==> src/include/ctl_defs.svh <==
`ifndef CTL_DEFS_SVH
`define CTL_DEFS_SVH

// datapath widths
`define CTL_PC_WIDTH   32
`define CTL_XLEN       32
`define CTL_CAUSE_BITS 4

// ============================================================
// synchronous exception cause codes (mcause, interrupt bit 0)
// ============================================================
`define CTL_CAUSE_INSTR_MISALIGN   4'd0
`define CTL_CAUSE_BREAKPOINT       4'd3
`define CTL_CAUSE_LOAD_MISALIGN    4'd4
`define CTL_CAUSE_STORE_MISALIGN   4'd6
`define CTL_CAUSE_ECALL_M          4'd11
`define CTL_CAUSE_STORE_PAGE_FAULT 4'd15

// mtvec mode field
`define CTL_MTVEC_MODE_BITS 2
`define CTL_MTVEC_DIRECT    2'b00

`endif
==> src/hdl/ctl_pkg.sv <==
`default_nettype none

`include "ctl_defs.svh"

package ctl_pkg;

    // one cycle per decoded instruction
    typedef struct packed {
        logic valid;
        logic load;
        logic store;
    } decode_info_t;

    // control transfer request, flags mutually exclusive
    typedef struct packed {
        logic                     jal;
        logic                     jalr;
        logic                     branch;
        logic                     mret;
        logic [`CTL_PC_WIDTH-1:0] target;
    } flow_req_t;

    // exception event pulses
    typedef struct packed {
        logic store_page_fault;
        logic ecall;
        logic ebreak;
        logic alignment;
    } exc_event_t;

    // sequencer commands to the trap unit and the fetch selector
    typedef struct packed {
        logic pc_init;
        logic redirect;
        logic mret_return;
        logic trap_enter;
        logic trap_clear;
        logic instr_misalign;
        logic load_start;
        logic store_start;
        logic access_window;
    } ctl_cmd_t;

    typedef struct packed {
        logic                       activate;
        logic [`CTL_CAUSE_BITS-1:0] code;
        logic [`CTL_PC_WIDTH-1:0]   pc;
        logic [`CTL_PC_WIDTH-1:0]   addr;
    } trap_info_t;

endpackage

`default_nettype wire

==> src/hdl/rv_core_controller.sv <==
`timescale 1ns/1ps
`default_nettype none

`include "ctl_defs.svh"

module rv_core_controller (
    input  wire                       clk,
    input  wire                       reset_n,
    input  wire                       start,
    input  wire [`CTL_PC_WIDTH-1:0]   start_addr,
    input  wire                       mem_read_ack,
    input  wire ctl_pkg::decode_info_t decode,
    input  wire ctl_pkg::flow_req_t   flow,
    input  wire ctl_pkg::exc_event_t  exc,
    input  wire                       load_done,
    input  wire                       store_done,
    input  wire [`CTL_PC_WIDTH-1:0]   pc_in,
    input  wire [`CTL_XLEN-1:0]       mem_read_addr,
    input  wire [`CTL_XLEN-1:0]       mem_write_addr,
    input  wire [`CTL_XLEN-1:0]       mtvec,
    input  wire [`CTL_XLEN-1:0]       mepc,
    output logic                      fetch_init,
    output logic [`CTL_PC_WIDTH-1:0]  fetch_start_addr,
    output logic                      fetch_next,
    output logic                      exe_enable,
    output logic                      data_access_enable,
    output ctl_pkg::trap_info_t       trap,
    output logic                      paused
);

    ctl_pkg::ctl_cmd_t cmd;
    logic              pending;

    ctl_sequencer ctl_sequencer_inst (
        .clk                (clk),
        .reset_n            (reset_n),
        .start              (start),
        .mem_read_ack       (mem_read_ack),
        .decode             (decode),
        .flow               (flow),
        .exc                (exc),
        .load_done          (load_done),
        .store_done         (store_done),
        .pending            (pending),
        .cmd                (cmd),
        .fetch_next         (fetch_next),
        .exe_enable         (exe_enable),
        .data_access_enable (data_access_enable),
        .paused             (paused)
    );

    trap_cause_unit trap_cause_unit_inst (
        .clk                (clk),
        .reset_n            (reset_n),
        .cmd                (cmd),
        .exc                (exc),
        .flow               (flow),
        .data_access_enable (data_access_enable),
        .pc_in              (pc_in),
        .mem_read_addr      (mem_read_addr),
        .mem_write_addr     (mem_write_addr),
        .pending            (pending),
        .trap               (trap)
    );

    fetch_target_select fetch_target_select_inst (
        .clk              (clk),
        .reset_n          (reset_n),
        .cmd              (cmd),
        .start_addr       (start_addr),
        .flow             (flow),
        .mepc             (mepc),
        .mtvec            (mtvec),
        .trap             (trap),
        .fetch_init       (fetch_init),
        .fetch_start_addr (fetch_start_addr)
    );

endmodule

`default_nettype wire

==> src/hdl/fetch_target_select.sv <==
`timescale 1ns/1ps
`default_nettype none

`include "ctl_defs.svh"

module fetch_target_select (
    input  wire                       clk,
    input  wire                       reset_n,
    input  wire ctl_pkg::ctl_cmd_t    cmd,
    input  wire [`CTL_PC_WIDTH-1:0]   start_addr,
    input  wire ctl_pkg::flow_req_t   flow,
    input  wire [`CTL_XLEN-1:0]       mepc,
    input  wire [`CTL_XLEN-1:0]       mtvec,
    input  wire ctl_pkg::trap_info_t  trap,
    output logic                      fetch_init,
    output logic [`CTL_PC_WIDTH-1:0]  fetch_start_addr
);

    logic [`CTL_XLEN-1:0]     vector_base;
    logic [`CTL_XLEN-1:0]     vector_offset;
    logic [`CTL_PC_WIDTH-1:0] trap_vector;

    // vectored mode, base plus four times the cause
    assign vector_base   = {mtvec[`CTL_XLEN-1:`CTL_MTVEC_MODE_BITS], {`CTL_MTVEC_MODE_BITS{1'b0}}};
    assign vector_offset = {{(`CTL_XLEN - `CTL_CAUSE_BITS - 2){1'b0}}, trap.code, 2'b00};
    assign trap_vector   = (mtvec[`CTL_MTVEC_MODE_BITS-1:0] == `CTL_MTVEC_DIRECT) ?
                           mtvec : vector_base + vector_offset;

    always_ff @(posedge clk or negedge reset_n) begin
        if (!reset_n) begin
            fetch_init       <= 1'b0;
            fetch_start_addr <= '0;
        end else begin
            fetch_init <= cmd.pc_init | cmd.redirect | cmd.mret_return | cmd.trap_clear;

            if (cmd.pc_init) begin
                fetch_start_addr <= {start_addr[`CTL_PC_WIDTH-1:1], 1'b0};
            end else if (cmd.redirect) begin
                fetch_start_addr <= {flow.target[`CTL_PC_WIDTH-1:1], 1'b0};
            end else if (cmd.mret_return) begin
                fetch_start_addr <= mepc;
            end else if (cmd.trap_clear) begin
                fetch_start_addr <= trap_vector;
            end
        end
    end

endmodule

`default_nettype wire

==> src/hdl/trap_cause_unit.sv <==
`timescale 1ns/1ps
`default_nettype none

`include "ctl_defs.svh"

module trap_cause_unit (
    input  wire                       clk,
    input  wire                       reset_n,
    input  wire ctl_pkg::ctl_cmd_t    cmd,
    input  wire ctl_pkg::exc_event_t  exc,
    input  wire ctl_pkg::flow_req_t   flow,
    input  wire                       data_access_enable,
    input  wire [`CTL_PC_WIDTH-1:0]   pc_in,
    input  wire [`CTL_XLEN-1:0]       mem_read_addr,
    input  wire [`CTL_XLEN-1:0]       mem_write_addr,
    output logic                      pending,
    output ctl_pkg::trap_info_t       trap
);

    logic page_fault_q;
    logic ecall_q;
    logic ebreak_q;
    logic misalign_q;
    logic align_q;
    logic load_flag;
    logic load_now;

    logic                       activate_q;
    logic [`CTL_CAUSE_BITS-1:0] code_q;
    logic [`CTL_PC_WIDTH-1:0]   pc_q;
    logic [`CTL_PC_WIDTH-1:0]   addr_q;
    logic [`CTL_XLEN-1:0]       read_addr_d1;

    assign pending  = page_fault_q | ecall_q | ebreak_q | misalign_q | align_q;
    assign load_now = load_flag | cmd.load_start;

    assign trap = '{activate: activate_q, code: code_q, pc: pc_q, addr: addr_q};

    // ============================================================
    // sticky event flags and cause priority
    // ============================================================
    always_ff @(posedge clk or negedge reset_n) begin
        if (!reset_n) begin
            page_fault_q <= 1'b0;
            ecall_q      <= 1'b0;
            ebreak_q     <= 1'b0;
            misalign_q   <= 1'b0;
            align_q      <= 1'b0;
            load_flag    <= 1'b0;
            activate_q   <= 1'b0;
            code_q       <= '0;
        end else begin
            activate_q <= cmd.trap_enter;

            if (cmd.trap_clear) begin
                page_fault_q <= 1'b0;
                ecall_q      <= 1'b0;
                ebreak_q     <= 1'b0;
                misalign_q   <= 1'b0;
                align_q      <= 1'b0;
            end else begin
                page_fault_q <= page_fault_q | exc.store_page_fault;
                ecall_q      <= ecall_q | exc.ecall;
                ebreak_q     <= ebreak_q | exc.ebreak;
                misalign_q   <= misalign_q | cmd.instr_misalign;
                align_q      <= align_q | exc.alignment;
            end

            // remembers whether the pending access is a load
            if (cmd.access_window | cmd.store_start) begin
                load_flag <= 1'b0;
            end else if (cmd.load_start) begin
                load_flag <= 1'b1;
            end

            if (page_fault_q) begin
                code_q <= `CTL_CAUSE_STORE_PAGE_FAULT;
            end else if (ecall_q) begin
                code_q <= `CTL_CAUSE_ECALL_M;
            end else if (ebreak_q) begin
                code_q <= `CTL_CAUSE_BREAKPOINT;
            end else if (misalign_q) begin
                code_q <= `CTL_CAUSE_INSTR_MISALIGN;
            end else if (align_q) begin
                code_q <= load_flag ? `CTL_CAUSE_LOAD_MISALIGN : `CTL_CAUSE_STORE_MISALIGN;
            end
        end
    end

    // ============================================================
    // faulting pc and address capture
    // ============================================================
    always_ff @(posedge clk) begin
        read_addr_d1 <= mem_read_addr;

        if (data_access_enable) begin
            pc_q <= pc_in;
        end

        if (exc.alignment) begin
            addr_q <= load_now ? read_addr_d1 : mem_write_addr;
        end else if (cmd.instr_misalign) begin
            addr_q <= {flow.target[`CTL_PC_WIDTH-1:1], 1'b0};
        end else if (data_access_enable) begin
            if (flow.jal | flow.jalr | flow.branch) begin
                addr_q <= {flow.target[`CTL_PC_WIDTH-1:1], 1'b0};
            end else begin
                addr_q <= pc_in;
            end
        end
    end

    // one activation per trap entry
    activate_single: assert property (@(posedge clk) disable iff (!reset_n)
        trap.activate |=> !trap.activate);

endmodule

`default_nettype wire

==> src/hdl/ctl_sequencer.sv <==
`timescale 1ns/1ps
`default_nettype none

module ctl_sequencer (
    input  wire                   clk,
    input  wire                   reset_n,
    input  wire                   start,
    input  wire                   mem_read_ack,
    input  wire ctl_pkg::decode_info_t decode,
    input  wire ctl_pkg::flow_req_t    flow,
    input  wire ctl_pkg::exc_event_t   exc,
    input  wire                   load_done,
    input  wire                   store_done,
    input  wire                   pending,
    output ctl_pkg::ctl_cmd_t     cmd,
    output logic                  fetch_next,
    output logic                  exe_enable,
    output logic                  data_access_enable,
    output logic                  paused
);

    localparam int S_INIT          = 0;
    localparam int S_INIT_WAIT     = 1;
    localparam int S_FETCH         = 2;
    localparam int S_DECODE        = 3;
    localparam int S_EXECUTE       = 4;
    localparam int S_DECODE_DATA   = 5;
    localparam int S_STORE         = 6;
    localparam int S_STORE_WAIT    = 7;
    localparam int S_LOAD          = 8;
    localparam int S_LOAD_WAIT     = 9;
    localparam int S_EXCEPTION     = 10;
    localparam int S_EXC_REINIT    = 11;
    localparam int NUM_STATES      = 12;

    logic [NUM_STATES-1:0] state;
    logic [NUM_STATES-1:0] state_next;

    logic fetch_active;
    logic first_exe;
    logic access_block_q;
    logic decode_valid_d1;
    logic mem_read_ack_d1;
    logic resume_d1;
    logic resume_d2;

    logic access_block;
    logic resume;
    logic exc_now;
    logic flow_taken;
    logic target_misalign;
    logic restart;

    assign exc_now = exc.store_page_fault | exc.ecall | exc.ebreak | exc.alignment;
    assign flow_taken = flow.jal | flow.jalr | flow.branch;
    assign target_misalign = flow_taken & flow.target[1];
    assign restart = cmd.pc_init | cmd.redirect | cmd.mret_return | cmd.trap_clear;

    // ============================================================
    // state and bookkeeping registers
    // ============================================================
    always_ff @(posedge clk or negedge reset_n) begin
        if (!reset_n) begin
            state           <= '0;
            state[S_INIT]   <= 1'b1;
            fetch_active    <= 1'b0;
            first_exe       <= 1'b0;
            access_block_q  <= 1'b0;
            decode_valid_d1 <= 1'b0;
            mem_read_ack_d1 <= 1'b0;
            resume_d1       <= 1'b0;
            resume_d2       <= 1'b0;
        end else begin
            state           <= state_next;
            access_block_q  <= access_block;
            decode_valid_d1 <= decode.valid;
            mem_read_ack_d1 <= mem_read_ack;
            resume_d1       <= resume;
            resume_d2       <= resume_d1;

            // a fetch stays outstanding until memory accepts it
            if (fetch_next) begin
                fetch_active <= 1'b1;
            end else if (mem_read_ack) begin
                fetch_active <= 1'b0;
            end

            // no data access until something has executed since restart
            if (restart) begin
                first_exe <= 1'b0;
            end else if (exe_enable) begin
                first_exe <= 1'b1;
            end
        end
    end

    // ============================================================
    // next state and command decode
    // ============================================================
    always_comb begin
        state_next         = '0;
        cmd                = '0;
        fetch_next         = 1'b0;
        exe_enable         = 1'b0;
        data_access_enable = 1'b0;
        paused             = 1'b0;
        access_block       = 1'b0;
        resume             = 1'b0;

        case (1'b1)
            state[S_INIT]: begin
                paused = 1'b1;
                if (start) begin
                    cmd.pc_init = 1'b1;
                    state_next[S_INIT_WAIT] = 1'b1;
                end else begin
                    state_next[S_INIT] = 1'b1;
                end
            end
            state[S_INIT_WAIT]: state_next[S_FETCH] = 1'b1;
            state[S_FETCH]:     state_next[S_DECODE] = 1'b1;
            state[S_DECODE]: begin
                if (mem_read_ack) begin
                    fetch_next = 1'b1;
                    state_next[S_EXECUTE] = 1'b1;
                end else begin
                    state_next[S_DECODE] = 1'b1;
                end
            end
            state[S_EXECUTE]: begin
                cmd.access_window  = 1'b1;
                data_access_enable = first_exe & ~access_block_q;
                if (target_misalign) begin
                    cmd.instr_misalign = 1'b1;
                    state_next[S_EXCEPTION] = 1'b1;
                end else if ((exc_now | pending) & data_access_enable) begin
                    state_next[S_EXCEPTION] = 1'b1;
                end else if (flow_taken | flow.mret) begin
                    cmd.redirect    = flow_taken;
                    cmd.mret_return = flow.mret;
                    state_next[S_INIT_WAIT] = 1'b1;
                end else begin
                    state_next[S_DECODE_DATA] = 1'b1;
                end
            end
            state[S_DECODE_DATA]: begin
                exe_enable   = decode.valid | decode_valid_d1 | resume_d2;
                access_block = ~exe_enable;
                if (decode.store) begin
                    state_next[S_STORE] = 1'b1;
                end else if (decode.load) begin
                    state_next[S_LOAD] = 1'b1;
                end else begin
                    fetch_next = mem_read_ack | mem_read_ack_d1;
                    state_next[S_EXECUTE] = 1'b1;
                end
            end
            state[S_STORE]: begin
                // wait for the instruction fetch to clear the bus
                if (!fetch_active) begin
                    data_access_enable = 1'b1;
                    cmd.store_start    = 1'b1;
                    state_next[S_STORE_WAIT] = 1'b1;
                end else begin
                    state_next[S_STORE] = 1'b1;
                end
            end
            state[S_STORE_WAIT]: begin
                if (exc.alignment) begin
                    state_next[S_EXCEPTION] = 1'b1;
                end else if (store_done) begin
                    fetch_next   = 1'b1;
                    access_block = 1'b1;
                    resume       = 1'b1;
                    state_next[S_EXECUTE] = 1'b1;
                end else begin
                    state_next[S_STORE_WAIT] = 1'b1;
                end
            end
            state[S_LOAD]: begin
                if (!fetch_active) begin
                    data_access_enable = 1'b1;
                    cmd.load_start     = 1'b1;
                    state_next[S_LOAD_WAIT] = 1'b1;
                end else begin
                    state_next[S_LOAD] = 1'b1;
                end
            end
            state[S_LOAD_WAIT]: begin
                if (exc.alignment) begin
                    state_next[S_EXCEPTION] = 1'b1;
                end else if (load_done) begin
                    fetch_next   = 1'b1;
                    access_block = 1'b1;
                    resume       = 1'b1;
                    state_next[S_EXECUTE] = 1'b1;
                end else begin
                    state_next[S_LOAD_WAIT] = 1'b1;
                end
            end
            state[S_EXCEPTION]: begin
                cmd.trap_enter = 1'b1;
                state_next[S_EXC_REINIT] = 1'b1;
            end
            state[S_EXC_REINIT]: begin
                // cause code is settled here, selector jumps to the vector
                cmd.trap_clear = 1'b1;
                state_next[S_INIT_WAIT] = 1'b1;
            end
            default: state_next[S_INIT] = 1'b1;
        endcase
    end

    state_onehot: assert property (@(posedge clk) disable iff (!reset_n) $onehot(state));

    load_store_excl: assert property (@(posedge clk) disable iff (!reset_n)
        !(cmd.load_start && cmd.store_start));

endmodule

`default_nettype wire

==> config.mk <==
export PLATFORM = sky130hd
export DESIGN_NAME = rv_core_controller
export DESIGN_NICKNAME = d
export VERILOG_FILES = /design/src/hdl/ctl_pkg.sv /design/src/hdl/rv_core_controller.sv /design/src/hdl/fetch_target_select.sv /design/src/hdl/trap_cause_unit.sv /design/src/hdl/ctl_sequencer.sv
export VERILOG_INCLUDE_DIRS = /design/src /design/src/include
export SDC_FILE = /design/constraint.sdc
export NUM_CORES = 1
export LEC_CHECK = 0
export ABC_AREA = 1
export BUFFER_PORTS_ARGS = -buffer_cell sky130_fd_sc_hd__buf_2
export CAP_MARGIN = 40
export CORE_UTILIZATION = 38
export DETAILED_ROUTE_END_ITERATION = 8
export PLACE_DENSITY_LB_ADDON = 0.08
export SYNTH_ARGS = -nofsm -noshare
export SYNTH_HDL_FRONTEND = slang
export SYNTH_SLANG_ARGS = --single-unit
==> constraint.sdc <==
create_clock -name clk -period 2.7 [get_ports clk]
set_clock_uncertainty 0.05 [all_clocks]
set_input_delay 0.27 -clock clk [delete_from_list [all_inputs] [get_ports clk]]
set_output_delay 0.27 -clock clk [all_outputs]
set_load 0.03 [all_outputs]
==> metrics.csv <==
metric,value,unit
outcome,"complete, no violations",
Unique masters post-synth,48,
vias in the first global route,8532,
Critical Path Max Stage Delay,0.38,ns
pin count of the biggest net entering global routing,52,
"Cell Area, Synth",8204,µm²
Chip Width,148.9,µm
Placer Congestion,0.9330,
Die Y,148.9,µm
"Buf+Inv Stages, Crit Path",4,
worst path cell trace,inv_1 -> nand2_1 -> nor2_4 -> nand2_2 -> nor2_4 -> inv_1 -> nor3_4 -> a221oi_2 -> inv_2 -> buf_2,
final hold violation count,0,
f_max,384.9,MHz
total of max-cap violations,0,
Setup CP Type,flip-flop to output pin,
final wirelength,31270,µm
post-synthesis register bit count,158,
Area Overhead vs Synth,41.33,%
setup slack after layout,0.1017,ns
Initial Util,0.3890,
cts bufs inserted,17,
CP Max Fanout,5,
"commonest non-fill, non-tap cell in the layout",buf_2,
Iteration-0 DRC Markers,467,
Worst Hold Class,primary input to flip-flop,
Final Power,0.007845,W
critical path arrival,2.28,ns
DR WL/cell,18.01,µm
Setup-failing EPs final,0,
most frequent cells in the layout,"buf_2, nand2_1, nor2_1",
CTS Root Cell,clkbuf_16,
sequential element share of the synthesized area,0.5016,
Ports,347,
critical path endpoint category,output pin,
CP max stage cell,dfrtp_1,
input/output buffers,344,
Rows,53,
Final #Nets,1691,
Residual DRC,0,
Worst Setup Slack post-DPL,0.2221,ns
maximum vdd drop,477.2,µV
DIE AREA,22180,µm²
LEAKAGE,5.605,nW
CP startpoint kind,flip-flop,
fin crit share,0.9623,
# H-tree levels,4,
gr ovfl total,0,
Ys Warns,0,
ys flop type,edfxtp_1,
vias per inst,5.004,
Total GRT Usage,0.2819,
clk sinks,158,
First-pass DRT Iterations,5,
pwr dens,676.6,nW/µm²
share of layout cells above drive strength 1,0.3018,
Worst EP required,2.38,ns
clk_lat worst skew,0.43,ns
CTS Buffer Depth,2,
worst rel slew slack,0.5304,
Vias,8687,
Post-Synthesis Cells,1036,
Worst-path clk slew,0.07,ns
Max Transition Viols Final,0,
worst-margin pin slew,0.7044,ns
DRT antenna net count,0,
CORE AREA,21090,µm²
critical path's top delay family,simple AND/OR/NAND/NOR gates,
post-synth net total,1282,
unrepaired setup endpoints after global routing,yes,
first-pass GRT wire length,46710,µm
Synth async-reset ratio,0.3924,
mean area per synthesized cell,7.919,µm²
initial antenna violation count,3,
post-layout min period,2.598,ns
DPL Wire Length,23800,µm
CTS tree,done,
Post-synth EDFFs,64,
[state kept, by name, summed over array words and instances (netlist names), 4 cells and up]
name / count
ctl_sequencer_inst.state: 12
trap_cause_unit_inst.read_addr_d1: 32
trap_cause_unit_inst.code_q: 4
fetch_target_select_inst.fetch_start_addr: 32
trap_cause_unit_inst.addr_q: 32
trap_cause_unit_inst.pc_q: 32
[per-stage QoR]
step	TNS, ns	std cells	hold WS (ns)	utilization	area, µm²
2_1_floorplan	0	1036	-0.07559	-	8209
3_3_place_gp	0	1631	0.2898	0.4874	10280
3_5_place_dp	0	1632	0.2870	0.4884	10300
4_1_cts	0	1731	0.01002	0.5484	11560
5_1_grt	-0.03805	1733	0.002913	0.5495	11590
6_report	0	1736	0.02035	0.5498	11590
[power by group]
part | switching [W] | leakage, nW | internal [W]
logic | 0.00166 | 3.70 | 0.000775
clock network | 0.00117 | 0.275 | 0.00124
registers | 0.000179 | 1.63 | 0.00282
total | 0.00301 | 5.61 | 0.00484
[worst register-to-register path: cells and delay by family, from the launching register on]
kind            cells  cell delay (ns)
compound gates      1             0.23
xor+xnor            1             0.14
fa+ha+maj           2             0.70
flops               1             0.41
simple gates        7             0.82
[repair_timing]
action | 4_1_cts | 5_1_grt
buffers inserted | 0 | 2
setup endpoints to repair | 1 | 2
hold endpoints to repair | 88 | 0
pin swaps | 0 | 1
hold buffers | 67 | 0
gates resized for setup | 3 | 2
[metal layers]
layer  global-route usage  wire length (µm)  vias up
li1                     -                 -     4249
met1               0.3534             12990     4041
met2               0.4770             15040      341
met3              0.06453              2394       54
met4              0.09337               822        2
met5                    0                13        -
[logic make-up (layout without fill, tap and decap cells)]
kind of cell,count (synthesis),in the layout,share of synthesized area
AOI/OAI and AO/OA,179,179,0.1257
and+or+nand+nor,560,560,0.2875
adders and majority gates,5,5,0.008541
DFF,158,158,0.5016
other,0,3,0
buffers and inverters,120,542,0.06177
xor gates and xnor gates,14,14,0.01495
[area by class of cell]
class	instances	area (µm²)
Tap cell	275	344.1
Timing Repair Buffer	435	2648
Multi-Input combinational cell	758	3616
Fill cell	2073	9493
Sequential cell	158	4115
Inverter	75	281.5
Antenna cell	3	7.507
Clock buffer	18	429.2
Clock inverter	14	153.9
[synth_stat cells, drive strengths merged (2+ instances only)]
| cell | n | area, µm² |
|---|---|---|
| nor2 | 202 | 800.8 |
| o31ai | 2 | 15.01 |
| clkinv | 2 | 7.510 |
| nor3 | 10 | 72.57 |
| a31oi | 2 | 18.77 |
| dfxtp | 32 | 640.6 |
| inv | 73 | 274.0 |
| nand2 | 267 | 1012 |
| nand4 | 13 | 96.34 |
| a21oi | 5 | 25.02 |
| ha | 4 | 50.05 |
| buf | 20 | 131.4 |
| xor2 | 11 | 96.34 |
| o211ai | 7 | 82.58 |
| o22ai | 30 | 187.7 |
| nand3b | 4 | 30.03 |
| or2 | 9 | 56.31 |
| nor4 | 4 | 25.02 |
| o21bai | 3 | 22.52 |
| nand3 | 51 | 265.3 |
| xnor2 | 3 | 26.28 |
| dfrtp | 61 | 1526 |
| edfxtp | 64 | 1922 |
| o21ai | 125 | 636.9 |
| clkbuf | 25 | 93.84 |
[final timing paths]
check | from | endpoint | slack, ns | cells past startpoint
min in group asynchronous | reset_n | fetch_target_select_inst.fetch_start_addr[0]$_DFFE_PN0P_ | 0.36 | 2
min reg2reg | ctl_sequencer_inst.resume_d1$_DFF_PN0_ | ctl_sequencer_inst.resume_d2$_DFF_PN0_ | 0.31 | 0
max reg2reg | trap_cause_unit_inst.code_q[0]$_DFFE_PN0P_ | fetch_target_select_inst.fetch_start_addr[20]$_DFFE_PN0P_ | 0.26 | 11
max in group asynchronous | reset_n | ctl_sequencer_inst.state[0]$_DFF_PN1_ | 1.51 | 3
min | start_addr[1] | fetch_target_select_inst.fetch_start_addr[1]$_DFFE_PN0P_ | 0.02 | 3
max | ctl_sequencer_inst.state[3]$_DFF_PN0_ | data_access_enable | 0.10 | 10
(Power assumes the default switching activity.)
